[src/rtl/vec_pkg.sv]
// Lane and row counts must be powers of two so that element indices split into plain bit fields
package vec_pkg;

  ////////////////////////////////////////////////////////////////////////////
  // Sizes

  localparam int unsigned NrLanes    = 4;
  localparam int unsigned ElemWidth  = 32;
  localparam int unsigned NrVRegs    = 8;
  localparam int unsigned RowsPerReg = 8;
  localparam int unsigned VlMax      = NrLanes * RowsPerReg;

  // Index widths derived from the sizes above
  localparam int unsigned LaneIdxW = $clog2(NrLanes);
  localparam int unsigned RowIdxW  = $clog2(RowsPerReg);

  typedef logic [ElemWidth-1:0]         elem_t;
  typedef logic [$clog2(VlMax+1)-1:0]   vlen_t;
  typedef logic [$clog2(NrVRegs)-1:0]   vreg_t;
  typedef logic [RowIdxW-1:0]           row_t;
  typedef logic [NrLanes-1:0]           lane_en_t;

  ////////////////////////////////////////////////////////////////////////////
  // Opcodes

  typedef enum logic [3:0] {
    VSETVL,
    VMV_VX,   // broadcast rs1
    VID,
    VADD_VV,
    VADD_VX,
    VSUB_VV,  // vs2 - vs1
    VAND_VV,
    VOR_VV,
    VXOR_VV,
    VREDSUM,
    VEXT
  } vop_e;

  ////////////////////////////////////////////////////////////////////////////
  // Structs

  // Request from the scalar core
  typedef struct packed {
    vop_e  op;
    vreg_t vd;
    vreg_t vs1;
    vreg_t vs2;
    elem_t rs1;
  } vec_req_t;

  typedef struct packed {
    elem_t result;
  } vec_resp_t;

  // Accepted instruction with the vl it runs under
  typedef struct packed {
    vec_req_t req;
    vlen_t    vl;
  } seq_req_t;

  // One beat, broadcast to all lanes
  typedef struct packed {
    vop_e     op;
    vreg_t    vd;
    vreg_t    vs1;
    vreg_t    vs2;
    elem_t    scalar;
    row_t     row;
    lane_en_t lane_en;
    logic     first;
    logic     last;
  } beat_t;

  typedef struct packed {
    logic  en;
    elem_t data;
  } lane_res_t;

endpackage
[src/rtl/vec_sequencer.sv]
// Takes a new instruction only while idle, and the VEXT index is used modulo VlMax
`timescale 1ns/1ps

module vec_sequencer import vec_pkg::*; (
  input  logic     clk_i,
  input  logic     arst_n_i,
  input  logic     instr_valid_i,
  input  seq_req_t instr_i,
  output logic     beat_valid_o,
  output beat_t    beat_o
);

  typedef enum logic {
    SeqIdle,
    SeqIssue
  } seq_state_e;

  seq_state_e state_q;
  seq_req_t   cur_q;
  row_t       row_q;
  row_t       last_row_q;
  logic       first_q;
  row_t       start_row;
  row_t       end_row;
  lane_en_t   lane_en;

  // Row range of the new instruction
  always_comb begin
    if (instr_i.req.op == VEXT) begin
      start_row = instr_i.req.rs1[LaneIdxW +: RowIdxW];
      end_row   = start_row;
    end else begin
      start_row = '0;
      end_row   = (instr_i.vl == '0) ? '0 : row_t'((instr_i.vl - 1'b1) >> LaneIdxW);
    end
  end

  // Lane enables for the current row
  always_comb begin
    for (int l = 0; l < NrLanes; l++) begin
      if (cur_q.req.op == VEXT) begin
        lane_en[l] = (cur_q.req.rs1[LaneIdxW-1:0] == LaneIdxW'(l));
      end else begin
        lane_en[l] = (vlen_t'({row_q, LaneIdxW'(l)}) < cur_q.vl);
      end
    end
  end

  assign beat_valid_o = (state_q == SeqIssue);
  assign beat_o = '{op: cur_q.req.op, vd: cur_q.req.vd, vs1: cur_q.req.vs1,
                    vs2: cur_q.req.vs2, scalar: cur_q.req.rs1, row: row_q,
                    lane_en: lane_en, first: first_q, last: (row_q == last_row_q)};

  always_ff @(posedge clk_i or negedge arst_n_i) begin
    if (!arst_n_i) begin
      state_q    <= SeqIdle;
      row_q      <= '0;
      last_row_q <= '0;
      first_q    <= 1'b0;
    end else begin
      case (state_q)
        SeqIdle: begin
          if (instr_valid_i) begin
            state_q    <= SeqIssue;
            row_q      <= start_row;
            last_row_q <= end_row;
            first_q    <= 1'b1;
          end
        end
        SeqIssue: begin
          first_q <= 1'b0;
          row_q   <= row_q + 1'b1;
          if (row_q == last_row_q) begin
            state_q <= SeqIdle;
          end
        end
        default: state_q <= SeqIdle;
      endcase
    end
  end

  always_ff @(posedge clk_i) begin
    if (instr_valid_i && state_q == SeqIdle) begin
      cur_q <= instr_i;
    end
  end

endmodule

[config.mk]
export PLATFORM = sky130hd
export DESIGN_NAME = vec_sequencer
export DESIGN_NICKNAME = d
export VERILOG_FILES = /design/src/rtl/vec_pkg.sv /design/src/rtl/vec_sequencer.sv
export SDC_FILE = /design/constraint.sdc
export NUM_CORES = 1
export LEC_CHECK = 0
export ABC_AREA = 1
export BUFFER_PORTS_ARGS = -buffer_cell sky130_fd_sc_hd__buf_4
export CORE_MARGIN = 8
export CORE_UTILIZATION = 48
export DETAILED_ROUTE_END_ITERATION = 10
export GPL_ROUTABILITY_DRIVEN = 0
export HOLD_SLACK_MARGIN = 0.06
export PLACE_DENSITY = 0.86
export RECOVER_POWER = 100
export SYNTH_ARGS = -nofsm -noshare
export SYNTH_HDL_FRONTEND = slang
export SYNTH_SLANG_ARGS = --single-unit
[constraint.sdc]
create_clock -name clk_i -period 2.4 [get_ports clk_i]
set_input_delay 0.48 -clock clk_i [delete_from_list [all_inputs] [get_ports clk_i]]
set_output_delay 0.48 -clock clk_i [all_outputs]
set_load 0.02 [all_outputs]
==> qor.yml <==
synthArstFlopShare_pct: 13.56
grt_antenna_before_repair: 0
rsz0062_at_grt: "false"
die_w_um: 89.81
die_area_mm2: 0.008066
startpoint: "row_q[0]"
yosysTopAreaCell: "edfxtp_1"
post-cts-setup-buffers: 0
fin_nets: 357
synth_top_family_by_area: "buffers and inverters"
ys_warn_count: 0
end_kind: "primary output"
port-buffer-count: 108
cts_buffer_depth: 2
regToRegEndpoint: "last_row_q[2]"
register_area_mm2: 0.001732
yosys_register_bits: 59
hp-class: "input port to flop"
drt_iter0_drc: 70
top_layer: "met4"
postPlaceCellArea_mm2: 0.003186
placementRows: 27
final.setup_skew_ns: 0.005141
clock_latency_ns: 0.32
status: "finished, final reports clean"
cap_violations: 0
synthAdderAreaFrac_pct: 2.392
routed_wl_mm: 5.398
timing.final.ws_setup_ns: 0.1629
r2r_slack_ns: 0.42
ir_worst_vdd_mv: 0.5128
required_ns: 1.92
detailedPlace.worstSlack_ns: 0.3814
ff2ff_path_depth: 6
initial_core_util_pct: 48.68
timing.rr.start: "beat_valid_o"
setup_tns_ns: 0
syn2layout_area_growth_pct: 20.72
ys.flop_type: "edfxtp_1"
detail-route-antenna-nets: 0
ys_types: 18
grt_usage_pct: 13.59
path_cells: "inv_1 > ha_1 > nand2_1 > inv_1 > nand3_1 > nand4_1 > nand2_1 > clkbuf_2"
numCtsBuffers: 9
slew-limit-headroom_pct: 23.83
syn_nets: 281
finalCritPeriodShare_pct: 93.21
drt-vias-per-instance: 4.512
grt_max_degree: 35
slowest_delay_ns: 0.46
crit_fanout: 7
drive_gt1_share_pct: 23.43
fin_crit_ns: 2.237
ys_seq_area_share_pct: 66.22
synth-xor-area-share_pct: 0.3349
wl_met3_um: 439
drc: 0
path_delay_family: "flip-flops"
fill_cells: 496
path_depth: 8
htreeDepth: 3
clk_pin_slew_ns: 0.07
path_buf_inv: 3
drv_slew: 0
syn_area_mm2: 0.002615
power_density_mw_per_mm2: 1031
crit_arrival_ns: 1.76
final_util_pct: 58.77
synth_common_cells: "51 x edfxtp_1, 46 x buf_4, 44 x nand2_1"
max_clock_freq_mhz: 447.0
setup_viol: 0
fp.coreArea_mm2: 0.005371
synth_edf_count: 51
drt-met1-wl_mm: 2.131
crit_path_end: "beat_o[4]"
grt_pass1_vias: 1738
startpoint_type: "flop"
synth_simple_gate_area_share_pct: 12.34
firstDrtPassIters: 4
route.met2.wl_mm: 2.706
hpwl_mm: 4.286
syn_inst: 222
die_y_um: 89.81
root_buffer: "clkbuf_8"
grt_pass1_wl_mm: 8.597
wl_per_cell_um: 14.39
synth_most_common_cell: "edfxtp_1"
multi_input_area_um2: 452.9
avgSynthCellArea_um2: 11.78
synth_area_leaders: "edfxtp_1 59%, buf_4 13%, dfrtp_1 7.7%"
vias: 1692
io_pins: 109
cts_tree: "yes"
synth_compound_area_share_pct: 2.057
cts.sinks: 59
hold_viol: 0
crit_type: "flop to primary output"
synth_mux_area_share_pct: 0
fin_area_mm2: 0.003157
p_leak_nw: 1.325
tightest_slew_ns: 1.143
yosys.area.top_type_share_pct: 58.56
holdWs_ns: 0.3470
gr-total-overflow: 0
n_antenna_cell: 0
slowest_stage: "dfrtp_1"
how the worst min path moves through the flow:
stage,start,endpoint,slack [ns],cells past startpoint
6_report,instr_i[14],beat_o[17],0.35,1
5_1_grt,instr_i[40],beat_o[43],0.33,1
4_1_cts,instr_i[40],beat_o[43],0.31,1
3_5_place_dp,arst_n_i,last_row_q[2],0.30,1
3_3_place_gp,arst_n_i,last_row_q[2],0.30,1
2_1_floorplan,arst_n_i,beat_valid_o,0.18,0
where the power goes:
part	leakage (nW)	internal (mW)	switching [mW]
Sequential	0.572	1.36	0.119
Combinational	0.660	0.290	0.644
Clock	0.0935	0.470	0.369
Total	1.33	2.12	1.13
layout make-up:
class	instances	area share, %
repair buffers	111	19.26
multi-input cells	93	14.35
flip-flops and latches	59	54.86
inverters	24	2.854
clock buffers	10	4.043
clock inverters	6	1.784
well taps	72	2.854
layer usage:
| layer | vias up | global-route usage (%) |
|---|---|---|
| met2 | 66 | 22.58 |
| li1 | 835 | - |
| met5 | - | 0 |
| met1 | 780 | 14.44 |
| met4 | 0 | 8.039 |
| met3 | 11 | 5.071 |
kinds of logic (layout without fill, tap and decap cells):
family                   after synthesis  after routing
AND/OR/NAND/NOR                       78             78
adder cells (fa/ha/maj)                5              5
buffers and inverters                 70            151
flip-flops                            59             59
AO/OA/AOI/OAI                          9              9
XOR/XNOR                               1              1
registers in the layout (all words and copies together) (netlist names):
name          count
last_row_q        3
cur_q             6
beat_o           45
first_q           1
beat_valid_o      1
row_q             3
metrics by stage:
step | std cells | total power [mW]
after floorplan | 222 | 2.246
after global placement | 358 | 2.556
after detailed placement | 358 | 2.601
after CTS | 375 | 3.451
after global routing | 375 | 3.452
final | 375 | 3.253
cells in the final DEF (no fill, tap or decap), drive strengths merged:
cell,Yosys,final
buf,46,2
inv,24,24
ha,5,5
nand3,10,10
o21ai,4,4
xnor2,1,1
clkinvlp,0,1
nand2,45,45
nor2,20,20
clkbuf,0,118
dlygate4sd3,0,1
a21oi,3,3
bufinv,0,1
o21a,1,1
a22oi,1,1
clkinv,0,4
edfxtp,51,51
dfrtp,8,8
nand4,3,3
repair_timing:
action | 4_1_cts | 5_1_grt
hold buffers | 1 | 0
hold endpoints to repair | 8 | 0
gates resized for setup | 0 | 2
endpoints found under the setup margin | 0 | 4
Power figures use the tool's default switching activity.
