## src/rtl/vec_pkg.sv

```systemverilog
// Lane and row counts must be powers of two so that element indices split into plain bit fields
package vec_pkg;

  ////////////////////////////////////////////////////////////////////////////
  // Sizes

  localparam int unsigned NrLanes    = 4;
  localparam int unsigned ElemWidth  = 32;
  localparam int unsigned NrVRegs    = 8;
  localparam int unsigned RowsPerReg = 8;
  localparam int unsigned VlMax      = NrLanes * RowsPerReg;

  // Index widths derived from the sizes above
  localparam int unsigned LaneIdxW = $clog2(NrLanes);
  localparam int unsigned RowIdxW  = $clog2(RowsPerReg);

  typedef logic [ElemWidth-1:0]         elem_t;
  typedef logic [$clog2(VlMax+1)-1:0]   vlen_t;
  typedef logic [$clog2(NrVRegs)-1:0]   vreg_t;
  typedef logic [RowIdxW-1:0]           row_t;
  typedef logic [NrLanes-1:0]           lane_en_t;

  ////////////////////////////////////////////////////////////////////////////
  // Opcodes

  typedef enum logic [3:0] {
    VSETVL,
    VMV_VX,   // broadcast rs1
    VID,
    VADD_VV,
    VADD_VX,
    VSUB_VV,  // vs2 - vs1
    VAND_VV,
    VOR_VV,
    VXOR_VV,
    VREDSUM,
    VEXT
  } vop_e;

  ////////////////////////////////////////////////////////////////////////////
  // Structs

  // Request from the scalar core
  typedef struct packed {
    vop_e  op;
    vreg_t vd;
    vreg_t vs1;
    vreg_t vs2;
    elem_t rs1;
  } vec_req_t;

  typedef struct packed {
    elem_t result;
  } vec_resp_t;

  // Accepted instruction with the vl it runs under
  typedef struct packed {
    vec_req_t req;
    vlen_t    vl;
  } seq_req_t;

  // One beat, broadcast to all lanes
  typedef struct packed {
    vop_e     op;
    vreg_t    vd;
    vreg_t    vs1;
    vreg_t    vs2;
    elem_t    scalar;
    row_t     row;
    lane_en_t lane_en;
    logic     first;
    logic     last;
  } beat_t;

  typedef struct packed {
    logic  en;
    elem_t data;
  } lane_res_t;

endpackage
```

## src/rtl/vec_dispatcher.sv

```systemverilog
// One instruction in flight and the request port stays closed until the cycle after the response
`timescale 1ns/1ps

module vec_dispatcher import vec_pkg::*; (
  input  logic      clk_i,
  input  logic      arst_n_i,
  // Core request
  input  logic      req_valid_i,
  input  vec_req_t  req_i,
  output logic      req_ready_o,
  // Core response, strobe only
  output logic      resp_valid_o,
  output vec_resp_t resp_o,
  // To the sequencer
  output logic      instr_valid_o,
  output seq_req_t  instr_o,
  // From the retire stage
  input  logic      done_i,
  input  elem_t     done_scalar_i
);

  logic  busy_q;
  vlen_t vl_q;
  vlen_t new_vl;
  logic  req_fire;
  logic  is_setvl;

  assign req_ready_o = ~busy_q;
  assign req_fire    = req_valid_i & req_ready_o;
  assign is_setvl    = (req_i.op == VSETVL);

  // Clamp the requested length to VlMax
  assign new_vl = (req_i.rs1 > elem_t'(VlMax)) ? vlen_t'(VlMax) : vlen_t'(req_i.rs1);

  always_ff @(posedge clk_i or negedge arst_n_i) begin
    if (!arst_n_i) begin
      busy_q        <= 1'b0;
      vl_q          <= '0;
      resp_valid_o  <= 1'b0;
      instr_valid_o <= 1'b0;
    end else begin
      resp_valid_o  <= 1'b0;
      instr_valid_o <= 1'b0;
      if (req_fire) begin
        busy_q <= 1'b1;
        if (is_setvl) begin
          // Completes here, no trip through the lanes
          vl_q         <= new_vl;
          resp_valid_o <= 1'b1;
        end else begin
          instr_valid_o <= 1'b1;
        end
      end else if (done_i) begin
        resp_valid_o <= 1'b1;
      end else if (resp_valid_o) begin
        busy_q <= 1'b0;
      end
    end
  end

  // Payload
  always_ff @(posedge clk_i) begin
    if (req_fire) begin
      instr_o <= '{req: req_i, vl: vl_q};
    end
    if (req_fire && is_setvl) begin
      resp_o.result <= elem_t'(new_vl);
    end else if (done_i) begin
      resp_o.result <= done_scalar_i;
    end
  end

endmodule

```

## config.mk

```make
export PLATFORM = sky130hd
export DESIGN_NAME = vec_dispatcher
export DESIGN_NICKNAME = d
export VERILOG_FILES = /design/src/rtl/vec_pkg.sv /design/src/rtl/vec_dispatcher.sv
export SDC_FILE = /design/constraint.sdc
export NUM_CORES = 1
export LEC_CHECK = 0
export BUFFER_PORTS_ARGS = -buffer_cell sky130_fd_sc_hd__buf_2
export CORE_ASPECT_RATIO = 0.7
export CORE_MARGIN = 2
export CORE_UTILIZATION = 45
export CTS_CLUSTER_SIZE = 28
export DETAILED_ROUTE_END_ITERATION = 10
export HOLD_SLACK_MARGIN = 0.12
export PLACE_DENSITY = 0.82
export SLEW_MARGIN = 40
export SYNTH_ARGS = -nofsm -noshare
export SYNTH_HDL_FRONTEND = slang
export SYNTH_SLANG_ARGS = --single-unit
```

## constraint.sdc

```tcl
create_clock -name clk_i -period 4.4 [get_ports clk_i]
set_input_delay 1.32 -clock clk_i [delete_from_list [all_inputs] [get_ports clk_i]]
set_output_delay 1.32 -clock clk_i [all_outputs]
set_load 0.03 [all_outputs]
```

==> flow_summary.json, run 1 <==
{
  "drive_gt1_share_pct": 50.0,
  "syn_area_um2": 3170,
  "diodes": 0,
  "cts.path.max_buffers": 2,
  "ys_warn_count": 0,
  "die-width_um": 104,
  "ff2ff_path_depth": 4,
  "power.leakage_nw": 1.92,
  "setup_viol": 0,
  "crit_path_start_kind": "input pin",
  "wl_per_cell_um": 15.4,
  "max_stage_delay_ps": 710,
  "post-route-min-period_ps": 2790,
  "viasPerCell": 4.96,
  "yosysUniqueCellTypes": 21,
  "syn_inst": 202,
  "core_um2": 6790,
  "maxCapViolations": 0,
  "finalCritPeriodShare_pct": 63.5,
  "grt_pass1_wl_um": 11200,
  "antenna_found_initial": 0,
  "first_global_vias": 2190,
  "tightestPinTransition_ps": 810,
  "synth_seq_cells": 92,
  "finalWirelength_um": 7230,
  "synth_top_cell_area_share_pct": 54.0,
  "grt_usage_pct": 19.0,
  "hold_class": "reg2reg",
  "postSynthAreaPerCell_um2": 15.7,
  "dp_slack_ps": 1280,
  "ant_nets": 0,
  "drt-pass1-iter-count": 4,
  "ys_top_cells_by_area": "edfxtp_1, dfxtp_1, mux2i_1",
  "cts_setup_buffers": 0,
  "synth_fp_nets": 283,
  "rsz0062_at_grt": "no",
  "slew_violations": 0,
  "dp_hpwl_um": 5300,
  "crit_buf_inv": 2,
  "place_congestion": 0.736,
  "clkSlewWorstSetupHoldPaths_ps": 90,
  "clock-sinks": 92,
  "skew_ps": 6.03,
  "drc": 0,
  "nets": 452,
  "cts_resized": 0,
  "fmax_mhz": 358,
  "grt_start_max_net_pins": 38,
  "whs_ps": 458,
  "path_cells": "buf_2 > nand2b_1 > inv_2 > nand4b_1 > o31ai_1",
  "vias": 2333,
  "endpoint_kind": "flop",
  "cp_slowest_cell": "inv_2",
  "outcome": "complete, no violations",
  "io_pins": 167,
  "start_util_pct": 46.7,
  "yosysSeqAreaShare_pct": 77.5,
  "crit_cells": 5,
  "syn_to_final_growth_pct": 35.6,
  "power_density_nw_per_um2": 504,
  "initialDrtViolationCount": 120,
  "hold_buffers": 0,
  "path_delay_family": "buffers and inverters",
  "finalWorstSetupSlack_ps": 1610,
  "clock_latency_ps": 340,
  "root_buffer": "clkbuf_8",
  "die_h_um": 74.2,
  "cts_buffers": 9,
  "fp-row-count": 25,
  "io_buffers": 166,
  "slew_headroom_pct": 46.0,
  "overflow": 0,
  "htreeDepth": 3,
  "cts_tree": "done",
  "whs_path_depth": 0,
  "die_area_um2": 7740,
  "cp.arrival_ps": 2940,
  "path_class": "in2reg",
  "synth_top_cell_by_area": "edfxtp_1",
  "final-hold-violation-count": 0,
  "fin_tns_setup_ps": 0,
  "path_max_fanout": 37,
  "ir_drop_v": 0.000218,
  "worstPathRequired_ps": 4550
}
[cell families after synthesis]
kind of cell | Yosys count | synth area share [%]
AO/OA/AOI/OAI | 24 | 4.97
multiplexers | 26 | 8.21
AND/OR/NAND/NOR | 48 | 7.70
flip-flops | 92 | 77.5
buffers and inverters | 12 | 1.62
[registers in the layout (all words and copies together) (netlist names)]
name	count
instr_o	51
resp_o	32
vl_q	6
busy_q	1
instr_valid_o	1
resp_valid_o	1
[Yosys cell counts, drive strengths merged]
cell type	instances
nor2	29
nand3	1
or2	1
or3	1
clkbuf	5
nor4	7
dfrtp	9
a21o	1
o32a	2
o21ai	11
or4	1
edfxtp	57
mux2i	26
buf	5
o31ai	10
nand4	1
nand4b	5
nand2b	1
inv	2
dfxtp	26
nor2b	1
[where the power goes]
part	leakage (nW)	internal (mW)	switching [mW]	total [mW]
combinational	0.956	0.133	0.376	0.510
clock	0.0935	0.265	0.290	0.555
sequential	0.874	1.07	0.0382	1.10
[layer usage]
layer	up-vias	wire, um	global-route usage, %
li1	1096	-	-
met5	-	0	0
met4	0	24	7.36
met1	1118	3080	24.6
met3	2	613	7.19
met2	117	3520	29.8
[through the flow]
step / util (%) / area (um2) / instances / power [mW]
6_report: 63.3 / 4300 / 470 / 2.17
5_1_grt: 63.3 / 4300 / 470 / 2.27
4_1_cts: 63.3 / 4300 / 470 / 2.19
3_5_place_dp: 60.4 / 4100 / 454 / 1.64
3_3_place_gp: 60.3 / 4090 / 454 / 1.62
2_1_floorplan: - / 3170 / 202 / 1.46
[final timing paths]
check                       startpoint    endpoint  slack, ps
setup / recovery           req_valid_i   resp_o[3]       1610
hold / removal                 vl_q[5]  instr_o[5]        460
setup reg to reg                busy_q   resp_o[3]       2190
hold reg to reg                vl_q[5]  instr_o[5]        460
max in group asynchronous     arst_n_i      busy_q       3380
min in group asynchronous     arst_n_i     vl_q[1]        820
[final cells by class]
class / instances / area [um2]
Clock buffer: 9 / 124
Clock inverter: 7 / 75.1
Inverter: 2 / 7.51
Timing Repair Buffer: 168 / 846
Tap cell: 94 / 118
Sequential cell: 92 / 2460
Multi-Input combinational cell: 98 / 671
Fill cell: 524 / 2490
[placed cells by master (no fill, tap or decap)]
cell type,n
or2_2,1
nor2b_1,1
buf_4,2
clkinvlp_4,2
nand4_1,1
or4_4,1
o21ai_0,11
a21o_1,1
nand4b_1,5
clkinv_1,1
nor4_2,1
dfrtp_1,9
nand2b_1,1
clkbuf_8,9
o32a_1,2
mux2i_1,26
inv_2,1
clkinv_4,2
inv_6,1
dfxtp_1,26
nor2_2,1
edfxtp_1,57
bufinv_16,1
o31ai_1,10
inv_1,1
buf_2,166
nor2_1,28
or3_1,1
nand3_1,1
nor4_1,6
Power figures use the tool's default switching activity.
==> run 2: changes to the inputs <==
- CORE_UTILIZATION: 45 -> 44
- PLACE_DENSITY: 0.82 -> 0.8
- clock period: 4.4 -> 2.85 ns (I/O delays scaled with it)
==> run 2 against run 1 <==
Effect of this change:
- total power is 54% higher
- non-clock buffer count is 6 higher
- final cell count is 1.3% higher
- largest power group unchanged
- combinational power is 57% higher
==> flow_summary.json, run 2 (synthesized netlist as in run 1, its figures left out) <==
{
  "cts_setup_buffers": 0,
  "design_area_um2": 4340,
  "drive_gt1_share_pct": 50.0,
  "dp_hpwl_um": 5520,
  "path_cells": "buf_2 > or4_4 > or3_1 > o32a_1",
  "root_buffer": "clkbuf_8",
  "die-width_um": 105,
  "worst_r2r_startpoint": "busy_q",
  "endpoint": "resp_o[5]",
  "drt-pass1-iter-count": 4,
  "cp_slowest_cell": "or4_4",
  "clock_latency_ps": 350,
  "hold_buffers": 0,
  "start_util_pct": 46.3,
  "nets": 458,
  "crit_cells": 4,
  "first_global_vias": 2198,
  "placedInstanceArea_um2": 4150,
  "vias": 2306,
  "skew_ps": 12.4,
  "dr_wl_met3_um": 637,
  "worstPathRequired_ps": 2950,
  "power_density_nw_per_um2": 769,
  "fp-row-count": 25,
  "finalCritPeriodShare_pct": 74.6,
  "tightestPinTransition_ps": 409,
  "antenna_found_initial": 0,
  "final-hold-violation-count": 0,
  "endpoint_kind": "flop",
  "io_pins": 167,
  "drc": 0,
  "grt_usage_pct": 18.3,
  "regMostFlops": "instr_o",
  "layout_commonest_cell": "buf_2",
  "cts_resized": 0,
  "setup_viol": 0,
  "core_um2": 6850,
  "diodes": 0,
  "crit_path_start_kind": "input pin",
  "crit_start": "req_i[42]",
  "r2r_end": "resp_o[5]",
  "place_congestion": 0.776,
  "die_area_um2": 7910,
  "grt_pass1_wl_um": 10800,
  "grt_start_max_net_pins": 46,
  "cts_tree": "done",
  "ant_nets": 0,
  "cts.path.max_buffers": 2,
  "viasPerCell": 4.84,
  "fin_tns_setup_ps": 0,
  "initialDrtViolationCount": 78,
  "slew_violations": 0,
  "overflow": 0,
  "power.leakage_nw": 1.95,
  "drt-met1-wl_um": 3070,
  "io_buffers": 166,
  "fmax_mhz": 470,
  "top_regs": "instr_o x51, resp_o x32, vl_q x6",
  "fin_total_pwr_mw": 3.34,
  "path_delay_family": "simple AND/OR/NAND/NOR gates",
  "wl_per_cell_um": 15.2,
  "r2r_setup_slack_ps": 1170,
  "max_stage_delay_ps": 620,
  "ir_drop_v": 0.000348,
  "outcome": "complete, no violations",
  "cts_buffers": 9,
  "clkSlewWorstSetupHoldPaths_ps": 90,
  "path_max_fanout": 12,
  "syn_to_final_growth_pct": 36.9,
  "htreeDepth": 3,
  "cp.arrival_ps": 2230,
  "top_layer_used": "met4",
  "maxCapViolations": 0,
  "slew_headroom_pct": 72.7,
  "wl_met2_um": 3460,
  "path_class": "in2reg",
  "ff2ff_path_depth": 3,
  "rsz0062_at_grt": "no",
  "final_cell_mix": "buf_2, edfxtp_1, nor2_1",
  "clock-sinks": 92,
  "finalWirelength_um": 7230,
  "die_h_um": 75.0,
  "crit_buf_inv": 1,
  "largest_reg_flops": 51,
  "hold_class": "in2async",
  "post-route-min-period_ps": 2130
}
==> run 2: cell types whose count changed in the layout (fill, tap and decap cells not counted), sizes merged <==
cell,before,now
buf,168,174
clkinvlp,2,1
clkinv,3,4
==> run 2: layout make-up <==
type	count	area, um2
Clock buffer	9	124
Fill cell	548	2510
Clock inverter	7	66.3
Tap cell	94	118
Sequential cell	92	2460
Timing Repair Buffer	174	903
Inverter	2	7.51
Multi-Input combinational cell	98	664
==> run 2: report_power, final <==
part | switching, mW | total (mW) | internal, mW
Clock | 0.434 | 0.836 | 0.401
Sequential | 0.0607 | 1.70 | 1.64
Combinational | 0.579 | 0.800 | 0.222
Total | 1.07 | 3.34 | 2.27
==> run 2: how the worst min path moves through the flow <==
stage / startpoint / endpoint / slack [ps] / cells after the start
after floorplan: vl_q[0] / instr_o[0] / 420 / 0
after global placement: vl_q[0] / instr_o[0] / 420 / 0
after detailed placement: vl_q[1] / instr_o[1] / 440 / 0
after CTS: arst_n_i / busy_q / 340 / 1
after global routing: arst_n_i / busy_q / 330 / 1
final: arst_n_i / busy_q / 360 / 1
==> run 2: per-layer routing <==
metal	track usage, %	vias up
met3	7.36	8
met5	0	-
met4	5.93	0
met1	23.4	1081
met2	29.0	114
li1	-	1103
==> run 2: per-stage QoR <==
stage               hold slack, ps  utilization [%]  instances  worst slack (ps)
floorplan                      419                -        202               171
CTS                            345             63.4        476               745
global placement               422             60.6        460               383
global route                   335             63.4        476               712
detailed placement             441             60.6        460               364
finish                         355             63.4        476               723
