`src/rtl/vec_pkg.sv`:
```
// Lane and row counts must be powers of two so that element indices split into plain bit fields
package vec_pkg;

  ////////////////////////////////////////////////////////////////////////////
  // Sizes

  localparam int unsigned NrLanes    = 4;
  localparam int unsigned ElemWidth  = 32;
  localparam int unsigned NrVRegs    = 8;
  localparam int unsigned RowsPerReg = 8;
  localparam int unsigned VlMax      = NrLanes * RowsPerReg;

  // Index widths derived from the sizes above
  localparam int unsigned LaneIdxW = $clog2(NrLanes);
  localparam int unsigned RowIdxW  = $clog2(RowsPerReg);

  typedef logic [ElemWidth-1:0]         elem_t;
  typedef logic [$clog2(VlMax+1)-1:0]   vlen_t;
  typedef logic [$clog2(NrVRegs)-1:0]   vreg_t;
  typedef logic [RowIdxW-1:0]           row_t;
  typedef logic [NrLanes-1:0]           lane_en_t;

  ////////////////////////////////////////////////////////////////////////////
  // Opcodes

  typedef enum logic [3:0] {
    VSETVL,
    VMV_VX,   // broadcast rs1
    VID,
    VADD_VV,
    VADD_VX,
    VSUB_VV,  // vs2 - vs1
    VAND_VV,
    VOR_VV,
    VXOR_VV,
    VREDSUM,
    VEXT
  } vop_e;

  ////////////////////////////////////////////////////////////////////////////
  // Structs

  // Request from the scalar core
  typedef struct packed {
    vop_e  op;
    vreg_t vd;
    vreg_t vs1;
    vreg_t vs2;
    elem_t rs1;
  } vec_req_t;

  typedef struct packed {
    elem_t result;
  } vec_resp_t;

  // Accepted instruction with the vl it runs under
  typedef struct packed {
    vec_req_t req;
    vlen_t    vl;
  } seq_req_t;

  // One beat, broadcast to all lanes
  typedef struct packed {
    vop_e     op;
    vreg_t    vd;
    vreg_t    vs1;
    vreg_t    vs2;
    elem_t    scalar;
    row_t     row;
    lane_en_t lane_en;
    logic     first;
    logic     last;
  } beat_t;

  typedef struct packed {
    logic  en;
    elem_t data;
  } lane_res_t;

endpackage
```
`src/rtl/vec_lane.sv`:
```
// Register slice has no reset, so a register must be written before its elements are read
`timescale 1ns/1ps

module vec_lane import vec_pkg::*; #(
  parameter int unsigned LaneId = 0
) (
  input  logic      clk_i,
  input  logic      arst_n_i,
  input  logic      beat_valid_i,
  input  beat_t     beat_i,
  output lane_res_t res_o,
  // Beat control as seen in the execute stage
  output logic      ctrl_valid_o,
  output beat_t     ctrl_o
);

  // Rows of every register that map to this lane
  elem_t rf_q [NrVRegs][RowsPerReg];

  logic  rd_valid_q;
  beat_t rd_beat_q;
  logic  ex_valid_q;
  beat_t ex_beat_q;
  elem_t ex_a_q;
  elem_t ex_b_q;
  elem_t alu_res;
  logic  ex_en;
  logic  wr_en;

  ////////////////////////////////////////////////////////////////////////////
  // Read stage

  always_ff @(posedge clk_i or negedge arst_n_i) begin
    if (!arst_n_i) begin
      rd_valid_q <= 1'b0;
      ex_valid_q <= 1'b0;
    end else begin
      rd_valid_q <= beat_valid_i;
      ex_valid_q <= rd_valid_q;
    end
  end

  always_ff @(posedge clk_i) begin
    rd_beat_q <= beat_i;
    ex_beat_q <= rd_beat_q;
    ex_a_q    <= rf_q[rd_beat_q.vs1][rd_beat_q.row];
    ex_b_q    <= rf_q[rd_beat_q.vs2][rd_beat_q.row];
  end

  ////////////////////////////////////////////////////////////////////////////
  // Execute and writeback

  // a is vs1, b is vs2
  always_comb begin
    case (ex_beat_q.op)
      VMV_VX:  alu_res = ex_beat_q.scalar;
      VID:     alu_res = elem_t'({ex_beat_q.row, LaneIdxW'(LaneId)});
      VADD_VV: alu_res = ex_b_q + ex_a_q;
      VADD_VX: alu_res = ex_b_q + ex_beat_q.scalar;
      VSUB_VV: alu_res = ex_b_q - ex_a_q;
      VAND_VV: alu_res = ex_b_q & ex_a_q;
      VOR_VV:  alu_res = ex_b_q | ex_a_q;
      VXOR_VV: alu_res = ex_b_q ^ ex_a_q;
      // Reduction and extraction pass vs2 on to retire
      default: alu_res = ex_b_q;
    endcase
  end

  assign ex_en = ex_valid_q & ex_beat_q.lane_en[LaneId];
  assign wr_en = ex_en & !(ex_beat_q.op inside {VREDSUM, VEXT});

  always_ff @(posedge clk_i) begin
    if (wr_en) begin
      rf_q[ex_beat_q.vd][ex_beat_q.row] <= alu_res;
    end
  end

  assign res_o        = '{en: ex_en, data: alu_res};
  assign ctrl_valid_o = ex_valid_q;
  assign ctrl_o       = ex_beat_q;

endmodule

```
`config.mk`:
```
export PLATFORM = sky130hd
export DESIGN_NAME = vec_lane
export DESIGN_NICKNAME = d
export VERILOG_FILES = /design/src/rtl/vec_pkg.sv /design/src/rtl/vec_lane.sv
export SDC_FILE = /design/constraint.sdc
export NUM_CORES = 2
export LEC_CHECK = 0
export BUFFER_PORTS_ARGS = -buffer_cell sky130_fd_sc_hd__buf_2
export CORE_MARGIN = 8
export CORE_UTILIZATION = 45
export CTS_CLUSTER_DIAMETER = 120
export DETAILED_ROUTE_END_ITERATION = 8
export GPL_TIMING_DRIVEN = 0
export HOLD_SLACK_MARGIN = 0.1
export PLACE_DENSITY = 0.72
export SYNTH_ARGS = -nofsm -noshare
export SYNTH_HDL_FRONTEND = slang
export SYNTH_SLANG_ARGS = --single-unit
```
`constraint.sdc`:
```
create_clock -name clk_i -period 15.3 [get_ports clk_i]
set_input_delay 0.765 -clock clk_i [delete_from_list [all_inputs] [get_ports clk_i]]
set_output_delay 0.765 -clock clk_i [all_outputs]
set_load 0.02 [all_outputs]
```
==> PnR_summary.wiki <==
{| class="wikitable"
! Metric !! Value
|-
| Result of the run || finished with violations
|-
| Violated checks || max-capacitance violations, max-slew violations
|-
| Die Wd || 494 um
|-
| Yosys top cell by area || sky130_fd_sc_hd__edfxtp_1
|-
| Synthesized area divided by synthesized cell count || 21.1 um2
|-
| DRC violation count after routing || 0
|-
| Global routing met3 resource utilization || between 10% and 20%
|-
| Clock tree from TritonCTS || done
|-
| Number of gates resized after CTS || 0
|-
| Worst slew slack as a fraction of its limit || -12.5%
|-
| Floorplan die area || 0.244 mm2
|-
| Count of boundary I/O pins || 145
|-
| Period utilisation layout || 54.6%
|-
| Accumulated negative setup slack || 0 ps
|-
| Relative area change from synthesis to final layout || 15.7%
|-
| Global route total overflow || 0
|-
| Net count reported at finish || approximately 5.6k
|-
| Placement Setup Slack || approximately 7900 ps
|-
| Final Hold Slack || approximately 250 ps
|-
| Sequential area share after synthesis || 63.3%
|-
| Total power || 14.6 mW
|-
| Category of the worst setup path launch point || register
|-
| Most used flip-flop cell after synthesis || sky130_fd_sc_hd__edfxtp_1
|-
| Cell breakdown of the critical path || or4_4 > buf_6 > or4_2 > nor3_1 > nand3_1 > and3_1 > a221oi_1 > ha_1 > a21oi_1 > nor2_1 > o311ai_0 > nand2_1 > a21o_1 > xnor2_1 > o221ai_1 > o21ai_0 > o21ai_4 > buf_12 > buf_2
|-
| Clock buffer depth || 3
|-
| Cell total after placement || 8,158
|-
| IR drop worst, VDD || 0.109 mV
|-
| Time the worst path needs with I/O delays and setup || 8350 ps
|-
| Largest net degree at the start of global routing || 60
|-
| Synth Net Count || 5,028
|-
| Arrival @ worst endpoint || ~7600 ps
|-
| Fraction of layout instances using a drive strength above 1 || 37.9%
|-
| Final-report hold violation count || 0
|-
| Top post-synthesis cells by area || sky130_fd_sc_hd__edfxtp_1 60%, sky130_fd_sc_hd__mux4_2 29%, sky130_fd_sc_hd__dfxtp_1 3.4%
|-
| Critical path peak fanout || 33
|-
| Post-Synthesis Cell Area || 0.103 mm2
|-
| F_max || 0.120 GHz
|-
| Violation count after the first detailed-route iteration || 12.0k
|-
| # setup viols final || 0
|-
| Core area || around 0.23 mm2
|-
| Post-synthesis sequential element count || 2,222
|-
| Standby leakage power || 37.5 nW
|-
| Number of buffers and inverters on the critical path || 3
|-
| TritonCTS Buffers || 224
|-
| Critical path capture point type || output port
|-
| Synth warn || 0
|-
| Most Crowded Layer GR || met2
|-
| Final Non-Filler Cells || 8,666
|-
| Detail Route Antenna Nets || 0
|-
| Cell at the root of the clock tree || sky130_fd_sc_hd__clkbuf_16
|-
| CTS sink cnt || 2,222
|-
| Wire length of the first global-routing pass || approximately 520,000 um
|-
| Cell variety after synth || 80
|-
| Vias in the first global route || about 60k
|-
| Cells after synthesis || 4,873
|-
| Post-CTS setup buffer count || 0
|-
| CTS H-tree lvls || 4
|-
| Fillcell total || approximately 17k
|-
| Global-route met2 utilization || 44.4%
|-
| RSZ-0062 raised after global routing || no
|-
| CTS Hold Bufs || 56
|-
| Final HPWL DP || 274,000 um
|-
| CP Data Required Time || between 10,000 and 15,000 ps
|-
| Transition time of the tightest slew-check pin || 1690 ps
|-
| Crit-path slowest cell || sky130_fd_sc_hd__o21ai_4
|-
| Max-cap violations || 9
|-
| Pwr Density || 123 mW/mm2
|-
| Final worst clock skew || 83.6 ps
|-
| Cell type group with the largest total delay on the critical path || compound AO/OA/AOI/OAI gates
|-
| Worst-case setup margin in the final layout || 6950 ps
|-
| EDFF count, synth || roughly 2k
|-
| Buffers added on ports || 144
|-
| Starting utilization of the core area || 45.2%
|-
| Vias per Instance || a little over 7
|-
| Final weighted congestion of routability-driven global placement || around 1.0
|-
| Min-delay worst type || primary input to asynchronous set/reset pin
|-
| Final number of max-transition violations || 87
|-
| Floorplan die height || 494 um
|-
| Clock network latency to the later pin of the worst-skew pair || 910 ps
|-
| Asr flop ratio synth || 0.0900%
|-
| Total track usage || 31.2%
|-
| Vias after detailed routing || 63.0k
|-
| Clock transition at the registers of the reported paths || 60 ps
|-
| Worst setup path category || register to output port
|-
| Synth top area share || about three fifths
|-
| Global-route met1 utilization || a little under two fifths
|-
| Routed WL per cell || 44.7 um
|-
| TritonRoute pass-1 iters || 7
|-
| Routed WL || between 300,000 and 400,000 um
|-
| Initial antenna violation count || 43
|-
| Number of core rows || 175
|-
| Crit path largest cell delay || ~850 ps
|}
-- cells in the mapped netlist (3+ instances only) --
library cell,n
sky130_fd_sc_hd__a211oi_1,11
sky130_fd_sc_hd__a21o_1,14
sky130_fd_sc_hd__a21oi_1,53
sky130_fd_sc_hd__a221oi_1,31
sky130_fd_sc_hd__a22oi_1,10
sky130_fd_sc_hd__a31o_2,3
sky130_fd_sc_hd__a31oi_1,12
sky130_fd_sc_hd__and2_1,5
sky130_fd_sc_hd__and3_1,10
sky130_fd_sc_hd__and4_1,3
sky130_fd_sc_hd__buf_1,112
sky130_fd_sc_hd__buf_2,20
sky130_fd_sc_hd__clkbuf_1,217
sky130_fd_sc_hd__clkbuf_8,4
sky130_fd_sc_hd__dfxtp_1,172
sky130_fd_sc_hd__edfxtp_1,2048
sky130_fd_sc_hd__ha_1,97
sky130_fd_sc_hd__inv_1,72
sky130_fd_sc_hd__mux2_2,18
sky130_fd_sc_hd__mux2i_1,21
sky130_fd_sc_hd__mux4_2,1326
sky130_fd_sc_hd__nand2_1,103
sky130_fd_sc_hd__nand2b_1,6
sky130_fd_sc_hd__nand3_1,10
sky130_fd_sc_hd__nand3b_1,4
sky130_fd_sc_hd__nand4_1,6
sky130_fd_sc_hd__nor2_1,134
sky130_fd_sc_hd__nor2b_1,10
sky130_fd_sc_hd__nor3_1,34
sky130_fd_sc_hd__nor4_1,7
sky130_fd_sc_hd__o211ai_1,24
sky130_fd_sc_hd__o21a_1,8
sky130_fd_sc_hd__o21ai_0,103
sky130_fd_sc_hd__o221ai_1,4
sky130_fd_sc_hd__o22ai_1,12
sky130_fd_sc_hd__o311ai_0,6
sky130_fd_sc_hd__o31a_1,3
sky130_fd_sc_hd__o31ai_1,9
sky130_fd_sc_hd__o32ai_1,11
sky130_fd_sc_hd__o41ai_1,7
sky130_fd_sc_hd__or3_1,10
sky130_fd_sc_hd__or4_1,5
sky130_fd_sc_hd__xnor2_1,24
sky130_fd_sc_hd__xor2_1,30
-- report_power, final --
| group | switching, mW | total [mW] | leakage (nW) | internal, mW |
|---|---|---|---|---|
| Clock | 2.42 | 5.39 | 3.47 | 2.97 |
| Sequential | 0.0776 | 7.03 | 20.0 | 6.95 |
| Combinational | 1.49 | 2.22 | 14.0 | 0.736 |
-- cell type report --
cell class	instances	area [um2]	share of cell area, %
Tap cell	3009	3760	3.17
Timing Repair Buffer	342	4270	3.59
Sequential cell	2222	65000	54.7
Clock inverter	111	943	0.794
Multi-Input combinational cell	2223	36800	31.0
Inverter	72	270	0.228
Antenna cell	25	62.6	0.0527
Buffer	356	1490	1.25
Clock buffer	306	6150	5.18
-- registers in the layout, indices dropped and copies added, names as in the netlist --
name,cells
ctrl_valid_o,1
ex_a_q,32
ctrl_o,54
rd_valid_q,1
ex_b_q,32
rf_q,2048
rd_beat_q,54
-- layout by cell type, fill, tap and decap left out, types with 12 or more instances in the layout --
cell / n
sky130_fd_sc_hd__mux4_2: 1326
sky130_fd_sc_hd__clkbuf_16: 228
sky130_fd_sc_hd__edfxtp_1: 2048
sky130_fd_sc_hd__a21o_1: 14
sky130_fd_sc_hd__mux2_2: 18
sky130_fd_sc_hd__buf_16: 31
sky130_fd_sc_hd__o211ai_1: 24
sky130_fd_sc_hd__buf_2: 189
sky130_fd_sc_hd__a221oi_1: 31
sky130_fd_sc_hd__xor2_1: 30
sky130_fd_sc_hd__xnor2_1: 24
sky130_fd_sc_hd__dlygate4sd3_1: 56
sky130_fd_sc_hd__o21ai_0: 91
sky130_fd_sc_hd__clkbuf_1: 261
sky130_fd_sc_hd__clkinv_1: 38
sky130_fd_sc_hd__nor2_1: 70
sky130_fd_sc_hd__buf_8: 18
sky130_fd_sc_hd__diode_2: 25
sky130_fd_sc_hd__buf_1: 79
sky130_fd_sc_hd__inv_1: 72
sky130_fd_sc_hd__clkbuf_2: 27
sky130_fd_sc_hd__nor2_4: 64
sky130_fd_sc_hd__nand2_1: 103
sky130_fd_sc_hd__nor3_1: 34
sky130_fd_sc_hd__o21ai_4: 12
sky130_fd_sc_hd__ha_1: 97
sky130_fd_sc_hd__a31oi_1: 12
sky130_fd_sc_hd__a21oi_1: 51
sky130_fd_sc_hd__mux2i_1: 21
sky130_fd_sc_hd__dfxtp_1: 172
sky130_fd_sc_hd__clkbuf_8: 19
sky130_fd_sc_hd__buf_12: 93
sky130_fd_sc_hd__clkinv_2: 42
-- per-layer routing --
layer | share of wire, % | up-vias
met1 | 31 | 32800
met4 | 9.2 | 12
met3 | 17 | 1379
li1 | - | 22600
met2 | 42 | 6269
met5 | 0.021 | -
-- cells by family (layout without fill, tap and decap cells) --
kind of cell | Yosys count | count (layout) | share of synthesized area, %
other | 0 | 25 | 0
muxes | 1365 | 1365 | 29.5
xor gates and xnor gates | 56 | 56 | 0.492
DFF | 2222 | 2222 | 63.3
and+or+nand+nor | 360 | 360 | 1.63
buffers and inverters | 428 | 1187 | 1.65
AOI/OAI and AO/OA | 344 | 344 | 2.23
adders and majority gates | 98 | 98 | 1.20
-- path summary, 6_finish.rpt --
path / slack (ps) / to / startpoint / depth (start not counted)
max: 6950 / res_o[21] / ex_a_q[6] / 19
min: 250 / rd_valid_q / arst_n_i / 2
max reg2reg: 8580 / rf_q[4][57] / ctrl_o[51] / 18
min reg2reg: 320 / ctrl_o[33] / rd_beat_q[33] / 0
max in group asynchronous: 14960 / ctrl_valid_o / arst_n_i / 2
min in group clk_i: 320 / ctrl_o[33] / rd_beat_q[33] / 0
-- metrics by stage --
| step | area (um2) | util (%) |
|---|---|---|
| final | 119000 | 52.3 |
| after global routing | 119000 | 52.3 |
| after CTS | 119000 | 52.2 |
| after detailed placement | 111000 | 48.8 |
| after global placement | 107000 | 47.2 |
| after floorplan | 103000 | - |
-- worst register-to-register path, cell delays in order (launching register included) --
cell	delay (ps)
sky130_fd_sc_hd__dfxtp_1	390
sky130_fd_sc_hd__nand2b_1	250
sky130_fd_sc_hd__nor2_1	570
sky130_fd_sc_hd__nand2_1	360
sky130_fd_sc_hd__clkbuf_1	330
sky130_fd_sc_hd__clkbuf_1	380
sky130_fd_sc_hd__o41ai_1	160
sky130_fd_sc_hd__a21oi_1	140
sky130_fd_sc_hd__ha_1	380
sky130_fd_sc_hd__a21o_1	230
sky130_fd_sc_hd__a31o_2	220
sky130_fd_sc_hd__a311o_1	400
sky130_fd_sc_hd__a221oi_1	700
sky130_fd_sc_hd__o311ai_0	280
sky130_fd_sc_hd__xor2_1	280
sky130_fd_sc_hd__a21oi_1	150
sky130_fd_sc_hd__a211oi_4	900
sky130_fd_sc_hd__buf_16	270
sky130_fd_sc_hd__buf_8	210
No activity file was read; power rests on OpenSTA's default activity.
