===== src/rtl/vec_pkg.sv =====
// Lane and row counts must be powers of two so that element indices split into plain bit fields
package vec_pkg;

  ////////////////////////////////////////////////////////////////////////////
  // Sizes

  localparam int unsigned NrLanes    = 4;
  localparam int unsigned ElemWidth  = 32;
  localparam int unsigned NrVRegs    = 8;
  localparam int unsigned RowsPerReg = 8;
  localparam int unsigned VlMax      = NrLanes * RowsPerReg;

  // Index widths derived from the sizes above
  localparam int unsigned LaneIdxW = $clog2(NrLanes);
  localparam int unsigned RowIdxW  = $clog2(RowsPerReg);

  typedef logic [ElemWidth-1:0]         elem_t;
  typedef logic [$clog2(VlMax+1)-1:0]   vlen_t;
  typedef logic [$clog2(NrVRegs)-1:0]   vreg_t;
  typedef logic [RowIdxW-1:0]           row_t;
  typedef logic [NrLanes-1:0]           lane_en_t;

  ////////////////////////////////////////////////////////////////////////////
  // Opcodes

  typedef enum logic [3:0] {
    VSETVL,
    VMV_VX,   // broadcast rs1
    VID,
    VADD_VV,
    VADD_VX,
    VSUB_VV,  // vs2 - vs1
    VAND_VV,
    VOR_VV,
    VXOR_VV,
    VREDSUM,
    VEXT
  } vop_e;

  ////////////////////////////////////////////////////////////////////////////
  // Structs

  // Request from the scalar core
  typedef struct packed {
    vop_e  op;
    vreg_t vd;
    vreg_t vs1;
    vreg_t vs2;
    elem_t rs1;
  } vec_req_t;

  typedef struct packed {
    elem_t result;
  } vec_resp_t;

  // Accepted instruction with the vl it runs under
  typedef struct packed {
    vec_req_t req;
    vlen_t    vl;
  } seq_req_t;

  // One beat, broadcast to all lanes
  typedef struct packed {
    vop_e     op;
    vreg_t    vd;
    vreg_t    vs1;
    vreg_t    vs2;
    elem_t    scalar;
    row_t     row;
    lane_en_t lane_en;
    logic     first;
    logic     last;
  } beat_t;

  typedef struct packed {
    logic  en;
    elem_t data;
  } lane_res_t;

endpackage

===== src/rtl/vec_retire.sv =====
// Beats of one instruction arrive in order with first and last marked, and there is no back-pressure
`timescale 1ns/1ps

module vec_retire import vec_pkg::*; (
  input  logic                    clk_i,
  input  logic                    arst_n_i,
  input  logic                    ctrl_valid_i,
  input  beat_t                   ctrl_i,
  input  lane_res_t [NrLanes-1:0] res_i,
  output logic                    done_o,
  output elem_t                   done_scalar_o
);

  elem_t acc_q;
  elem_t beat_sum;
  elem_t acc_base;
  elem_t acc_next;

  // Sum of the enabled lanes in this beat
  always_comb begin
    beat_sum = '0;
    for (int l = 0; l < NrLanes; l++) begin
      if (res_i[l].en) begin
        beat_sum = beat_sum + res_i[l].data;
      end
    end
  end

  // The reduction seeds from rs1, everything else from zero
  always_comb begin
    if (!ctrl_i.first) begin
      acc_base = acc_q;
    end else if (ctrl_i.op == VREDSUM) begin
      acc_base = ctrl_i.scalar;
    end else begin
      acc_base = '0;
    end
    acc_next = acc_base + beat_sum;
  end

  always_ff @(posedge clk_i or negedge arst_n_i) begin
    if (!arst_n_i) begin
      done_o <= 1'b0;
    end else begin
      done_o <= ctrl_valid_i & ctrl_i.last;
    end
  end

  always_ff @(posedge clk_i) begin
    if (ctrl_valid_i) begin
      acc_q <= acc_next;
      if (ctrl_i.last) begin
        done_scalar_o <= (ctrl_i.op inside {VREDSUM, VEXT}) ? acc_next : '0;
      end
    end
  end

endmodule


===== config.mk =====
export PLATFORM = sky130hd
export DESIGN_NAME = vec_retire
export DESIGN_NICKNAME = d
export VERILOG_FILES = /design/src/rtl/vec_pkg.sv /design/src/rtl/vec_retire.sv
export SDC_FILE = /design/constraint.sdc
export NUM_CORES = 1
export LEC_CHECK = 0
export BUFFER_PORTS_ARGS = -buffer_cell sky130_fd_sc_hd__buf_2
export CELL_PAD_IN_SITES_DETAIL_PLACEMENT = 0
export CELL_PAD_IN_SITES_GLOBAL_PLACEMENT = 1
export CORE_MARGIN = 3
export CORE_UTILIZATION = 45
export DETAILED_ROUTE_END_ITERATION = 12
export MAX_ROUTING_LAYER = met4
export PLACE_DENSITY_LB_ADDON = 0.1
export SETUP_SLACK_MARGIN = 0.02
export SLEW_MARGIN = 20
export SYNTH_ARGS = -nofsm -noshare
export SYNTH_HDL_FRONTEND = slang
export SYNTH_SLANG_ARGS = --single-unit
export TNS_END_PERCENT = 5

===== constraint.sdc =====
create_clock -name clk_i -period 7.7 [get_ports clk_i]
set_clock_uncertainty 0.1 [all_clocks]
set_input_delay 0.385 -clock clk_i [delete_from_list [all_inputs] [get_ports clk_i]]
set_output_delay 0.385 -clock clk_i [all_outputs]
set_load 0.05 [all_outputs]

==> results by group, run 1 <==
Worst setup path
  • Slowest library cell on the worst path: fa_2
  • Critical R2R Capture: done_scalar_o[31]
  • CP bufs+invs: 2
  • CP max stage delay: 0.37 ns
  • Crit path kind: input pin to register
  • Reg2Reg Setup Slack: 3.94 ns
  • Critical Path RT: 7.69 ns
  • CP endpoint kind: register
  • Critical Path AT: 7.53 ns
  • CP startpoint kind: input pin
  • Worst reg2reg path depth: 9
  • Critical path's top delay family: compound AO/OA/AOI/OAI gates
  • Worst Path Max Fanout: 3
  • Worst flop-to-flop path startpoint: acc_q[31]

Yosys
  • Area leader, netlist: edfxtp_1
  • Main synth FF type: edfxtp_1
  • Asr flop ratio synth: 1.54%
  • Synth area leaders: edfxtp_1 (19%), ha_1 (15%), a21oi_1 (6.3%), xnor2_1 (6.1%), mux2_2 (4.8%)
  • Mapped Cells: 1273
  • Sequential area share after synthesis: 18.9%
  • Library cells used by synthesis: 85
  • Syn avg cell area: 8.07 um^2
  • Top cell type's share of synthesized area: 18.7%
  • Netlist Area Pre-Place: 10300 um^2
  • Yosys warning count: 0
  • Syn nets: 1593
  • Number of synthesized flops with an enable pin: 64
  • #FFs+latches synth: 65

CTS
  • Max Buffers Root-to-Sink: 2
  • TritonCTS clock tree: built
  • Root buf cell: clkbuf_16
  • Clock latency on the worst-skew pair: 0.33 ns
  • Inserted Clock Buffers: 9
  • H-Tree Depth: 3
  • Clock net sink count: 65
  • Reg clk slew, reported paths: 0.06 ns

Placement
  • DP HPWL: 24.9 mm
  • Dpl cells: 1947
  • IO buf count: 205
  • GP Congestion: 0.948
  • Post-DP Area: 13400 um^2

STA
  • Setup violations, final: 0
  • Smallest hold slack: 0.268 ns
  • RSZ-0062 raised after global routing: true
  • Final hold vios: 0
  • Highest clock rate: 133 MHz
  • Worst-Margin Slew: 0.822 ns
  • Final worst path period need: 7.54 ns
  • Slew Viols, Final: 0
  • Slew margin rel.: 45.1%
  • Post-route clock period utilization: 98.0%

Drt
  • Pre-antenna DRT Iters: 5
  • Vias per cell: 5.32
  • Post-Route WL: 31.0 mm
  • Drt first-iter violations: 456
  • Residual DRC: 0
  • Wirelength per Cell: 15.6 um
  • Antenna viol nets, final: 0
  • Vias post-DR: 10600

Finish
  • Nets: 2021
  • Design area: 14300 um^2
  • Share of post-route cells with drive strength above 1: 37.4%
  • Fillers: 2021
  • Layout Utilization: 64.7%
  • Layout Cells excl Fill: 1987
  • Area grow syn2layout: 39.5%

Pwr
  • Switching power total: 0.00155 W
  • Clk pwr share: 10.7%
  • Pwr dens: 262 nW/um^2
  • Internal power: 0.00221 W
  • Comb pwr share: 73.6%
  • Flop pwr share: 15.7%
  • Net Sw Frac: 41.3%
  • Leak pwr: 6.93 nW
  • Worst IR Drop VDD: 182 uV
  • Tot Pwr: 0.00376 W

Floorplan
  • Initial core utilization: 46.4%
  • Die height: 157 um
  • Cell Rows: 54
  • Die ar.: 24700 um^2
  • Core ar.: 22200 um^2
  • Die W: 157 um
  • Io pins: 222

GRT
  • Initial antenna violation count: 1
  • GRT Resource Usage Total: 24.4%
  • Vias in the first global route: 10400
  • Global-route wire length before repair: 48.0 mm
  • Global route overflow: 0
  • Largest net degree at the start of global routing: 49

Run
  • Max Cap Viol: 0

Outcome
  • Status: completed

Min path
  • Worst Hold Class: input pin to async pin
==> cells in the final DEF (no fill, tap or decap), types with 13 or more instances in the layout <==
cell,count
a21o_1,53
a21oi_1,108
a21oi_2,23
and2_1,55
buf_2,204
buf_4,258
edfxtp_1,64
ha_1,103
ha_4,21
inv_1,82
mux2_2,38
nand2_1,114
nand2b_1,18
nand3_1,14
nand4_1,19
nor2_1,74
nor2b_1,16
o21a_1,13
o21ai_0,78
o21ai_1,17
o21bai_1,15
xnor2_1,70
xor2_1,47
==> kinds of logic (layout without fill, tap and decap cells) <==
group	count (synthesis)	after routing	synth area share, %
AOI/OAI and AO/OA	408	408	25.7
xor gates and xnor gates	120	120	10.4
adders and majority gates	134	134	16.5
buffers and inverters	132	565	5.23
DFF	65	65	18.9
muxes	54	54	5.95
other	0	1	0
and+or+nand+nor	360	360	17.3
==> per-layer routing <==
| metal | up-vias | wire length, um | part of all wire, % | global-route usage (%) |
|---|---|---|---|---|
| li1 | 5467 | - | - | - |
| met1 | 4854 | 13500 | 44 | 29.7 |
| met2 | 218 | 15700 | 51 | 43.2 |
| met3 | 38 | 1150 | 3.7 | 3.00 |
| met4 | 0 | 523 | 1.7 | 5.37 |
| met5 | - | 0 | 0 | - |
==> Yosys cell counts (5+ instances only) <==
library cell and count:
a211oi_1 10, a21o_1 53, a21oi_1 130, a31oi_1 10
and2_1 56, and3_1 11, and4_1 5, buf_1 6
clkbuf_1 33, edfxtp_1 64, ha_1 127, inv_1 83
mux2_2 44, mux2i_1 8, nand2_1 117, nand2b_1 19
nand3_1 14, nand4_1 19, nor2_1 78, nor2b_1 16
nor3_1 8, o211ai_1 9, o21a_1 13, o21ai_0 86
o21ai_1 14, o21bai_1 17, o31ai_1 6, xnor2_1 71
xor2_1 48
==> state kept, by name, summed over array words and instances, names as in the netlist <==
register / flops
acc_q: 32
done_o: 1
done_scalar_o: 32
==> per-stage QoR <==
stage | setup WS (ns) | setup TNS [ns]
6_report | 0.157 | 0
5_1_grt | -0.207 | -0.803
4_1_cts | 0.00585 | 0
3_5_place_dp | -0.359 | -2.14
3_3_place_gp | -0.324 | -1.32
2_1_floorplan | 0.0146 | 0
==> worst max-delay path by stage <==
stage	startpoint	endpoint	slack (ns)	cells past startpoint
floorplan	res_i[32]	done_scalar_o[31]	0.01	42
global placement	res_i[32]	done_scalar_o[30]	-0.32	40
detailed placement	res_i[32]	done_scalar_o[31]	-0.36	39
CTS	res_i[32]	done_scalar_o[30]	0.006	39
global route	res_i[32]	done_scalar_o[31]	-0.21	41
finish	res_i[32]	done_scalar_o[30]	0.16	42
==> power by group through the flow <==
stage               clock (W)  sequential (W)  combinational [W]
finish               0.000402        0.000591            0.00277
global route         0.000426        0.000602            0.00305
CTS                  0.000409        0.000593            0.00259
detailed placement          0        0.000599            0.00256
global placement            0        0.000596            0.00253
floorplan                   0        0.000635            0.00163
==> cell type report <==
cell class	instances	area [um^2]	area share [%]
antenna	1	2.50	0.0175
tap	280	350	2.44
clock inverter	6	60.1	0.419
sequential	65	1950	13.6
multi-input combinational	1076	8430	58.8
clock buffer	10	229	1.60
timing repair buffer	466	3000	20.9
inverter	83	312	2.17
==> worst reg2reg max path, stage by stage, from the launching register on <==
cell and delay (ns):
edfxtp_1 0.36, nor2b_1 0.16, a21oi_2 0.08, xnor2_1 0.61, mux4_2 0.60, o21bai_1 0.17
a2111oi_1 0.66, xnor2_1 0.19, xnor3_1 0.43, and2_1 0.15
==> repair_timing <==
action / 4_1_cts / 5_1_grt
resized for setup: 2 / 79
setup endpoints to repair: 3 / 22
hold endpoints to repair: 1 / 0
setup buffers: 1 / 21
hold buffers: 1 / 0
gates cloned: 0 / 0
pin swaps: 7 / 77
(Power assumes the default switching activity.)
==> run 2, diff against run 1 <==
- RECOVER_POWER: default -> 25
==> results by group, run 2 (synthesis results as in run 1) <==
Finish
  • Commonest non-fill, non-tap cell in the layout: buf_4 (unchanged)
  • Share of post-route cells with drive strength above 1: 36.9% (was 37.4%)
  • Most frequent cells in the layout: buf_4 (257), buf_2 (197), nand2_1 (114), a21oi_1 (108), ha_1 (103) (was buf_4 (258), buf_2 (204), nand2_1 (114), a21oi_1 (108), ha_1 (103))
  • Area grow syn2layout: 39.4% (was 39.5%)
  • Layout Utilization: 64.6% (was 64.7%)
  • Nets: 2021 (unchanged)
  • Top Registers: acc_q: 32 flops, done_scalar_o: 32 flops, done_o: 1 flops (unchanged)

GRT
  • Initial antenna violation count: 1 (unchanged)
  • GRT Resource Usage Total: 24.4% (unchanged)
  • Vias in the first global route: 10400 (unchanged)
  • Global-route wire length before repair: 48.0 mm (unchanged)
  • Largest net degree at the start of global routing: 49 (unchanged)
  • Global route overflow: 0 (unchanged)

Floorplan
  • Die W: 157 um (unchanged)
  • Die ar.: 24700 um^2 (unchanged)
  • Core ar.: 22200 um^2 (unchanged)
  • Initial core utilization: 46.4% (unchanged)
  • Io pins: 222 (unchanged)
  • Die height: 157 um (unchanged)
  • Cell Rows: 54 (unchanged)

Pwr
  • Pwr dens: 263 nW/um^2 (was 262 nW/um^2)
  • Worst IR Drop VDD: 182 uV (about the same)
  • Leak pwr: 6.90 nW (was 6.93 nW)

CTS
  • Reg clk slew, reported paths: 0.06 ns (about the same)
  • Clock latency on the worst-skew pair: 0.33 ns (about the same)
  • Clock net sink count: 65 (unchanged)
  • TritonCTS clock tree: built (unchanged)
  • H-Tree Depth: 3 (unchanged)
  • Root buf cell: clkbuf_16 (unchanged)
  • Inserted Clock Buffers: 9 (unchanged)
  • Max Buffers Root-to-Sink: 2 (unchanged)

Drt
  • Pre-antenna DRT Iters: 5 (unchanged)
  • Residual DRC: 0 (unchanged)
  • Post-Route WL: 31.0 mm (about the same)
  • Vias post-DR: 10600 (about the same)
  • Drt first-iter violations: 456 (unchanged)
  • Antenna viol nets, final: 0 (unchanged)
  • Vias per cell: 5.32 (about the same)
  • Wirelength per Cell: 15.6 um (about the same)

STA
  • Post-route clock period utilization: 98.0% (about the same)
  • Slew Viols, Final: 34 (was 0)
  • Final hold vios: 0 (unchanged)
  • Final worst path period need: 7.54 ns (about the same)
  • Setup violations, final: 0 (unchanged)
  • RSZ-0062 raised after global routing: true (unchanged)
  • Setup TNS Final: 0 ns (unchanged)
  • Slew margin rel.: -38.0% (was 45.1%)
  • Highest clock rate: 133 MHz (unchanged)
  • Worst-Margin Slew: 2.07 ns (was 0.822 ns)

Worst setup path
  • Slowest library cell on the worst path: fa_2 (unchanged)
  • Reg2Reg Setup Slack: 3.94 ns (about the same)
  • Worst Path Max Fanout: 3 (unchanged)
  • CP endpoint kind: register (unchanged)
  • CP startpoint kind: input pin (unchanged)
  • CP bufs+invs: 2 (unchanged)
  • Worst reg2reg path depth: 9 (unchanged)
  • Crit path kind: input pin to register (unchanged)
  • Critical Path RT: 7.69 ns (about the same)
  • CP max stage delay: 0.37 ns (about the same)
  • Worst flop-to-flop path startpoint: acc_q[31] (unchanged)
  • Critical path's top delay family: compound AO/OA/AOI/OAI gates (unchanged)
  • Critical Path AT: 7.53 ns (about the same)
  • Critical R2R Capture: done_scalar_o[31] (unchanged)

Run
  • Max Cap Viol: 1 (was 0)

Outcome
  • Status: complete, but fails checks (was completed)
  • Failing checks: max-capacitance violations, max-slew violations

Min path
  • Worst Hold Class: input pin to async pin (unchanged)

Placement
  • GP Congestion: 0.948 (unchanged)
  • IO buf count: 205 (unchanged)
  • DP HPWL: 24.9 mm (unchanged)
-- run 2: area by class of cell --
type | count | area, um^2
antenna | 1 | 2.50
clock buffer | 10 | 229
clock inverter | 6 | 60.1
fill | 2026 | 7840
inverter | 83 | 312
multi-input combinational | 1076 | 8430
sequential | 65 | 1950
tap | 280 | 350
timing repair buffer | 466 | 2990
-- run 2: layer usage --
layer | track usage, % | up-vias | routed length (um)
met4 | 5.37 | 0 | 523
met1 | 29.7 | 4850 | 13600
met2 | 43.2 | 218 | 15700
met5 | - | - | 0
met3 | 3.00 | 38 | 1150
li1 | - | 5467 | -
-- run 2: how the worst max path moves through the flow --
| stage | endpoint | start | cells past startpoint |
|---|---|---|---|
| final | done_scalar_o[30] | res_i[32] | 42 |
| after global routing | done_scalar_o[31] | res_i[32] | 41 |
| after CTS | done_scalar_o[30] | res_i[32] | 39 |
| after detailed placement | done_scalar_o[31] | res_i[32] | 39 |
| after global placement | done_scalar_o[30] | res_i[32] | 40 |
| after floorplan | done_scalar_o[31] | res_i[32] | 42 |
-- run 2: stage by stage --
step / instance area, um^2 / hold WS (ns) / setup WS, ns / std cells / total power [W]
5_1_grt: 14300 / 0.260 / -0.207 / 1987 / 0.00408
3_5_place_dp: 13400 / 0.0606 / -0.359 / 1947 / 0.00316
4_1_cts: 13800 / 0.250 / 0.00585 / 1965 / 0.00359
2_1_floorplan: 10500 / -0.0106 / 0.0146 / 1273 / 0.00227
3_3_place_gp: 13400 / 0.0589 / -0.324 / 1947 / 0.00312
6_report: 14300 / 0.268 / 0.156 / 1987 / 0.00376
-- run 2: report_power, final --
part / total, W / leakage, nW / internal [W] / switching (W)
clock: 0.000402 / 0.138 / 0.000249 / 0.000154
combinational: 0.00277 / 6.10 / 0.00139 / 0.00137
sequential: 0.000592 / 0.659 / 0.000568 / 0.0000239
-- run 2: timing repair --
item | CTS | global route
pin swaps | 7 | 77
buffers inserted | 1 | 21
hold buffers | 1 | 0
hold endpoints to repair | 1 | 0
setup endpoints to repair | 3 | 22
gates resized for setup | 2 | 79
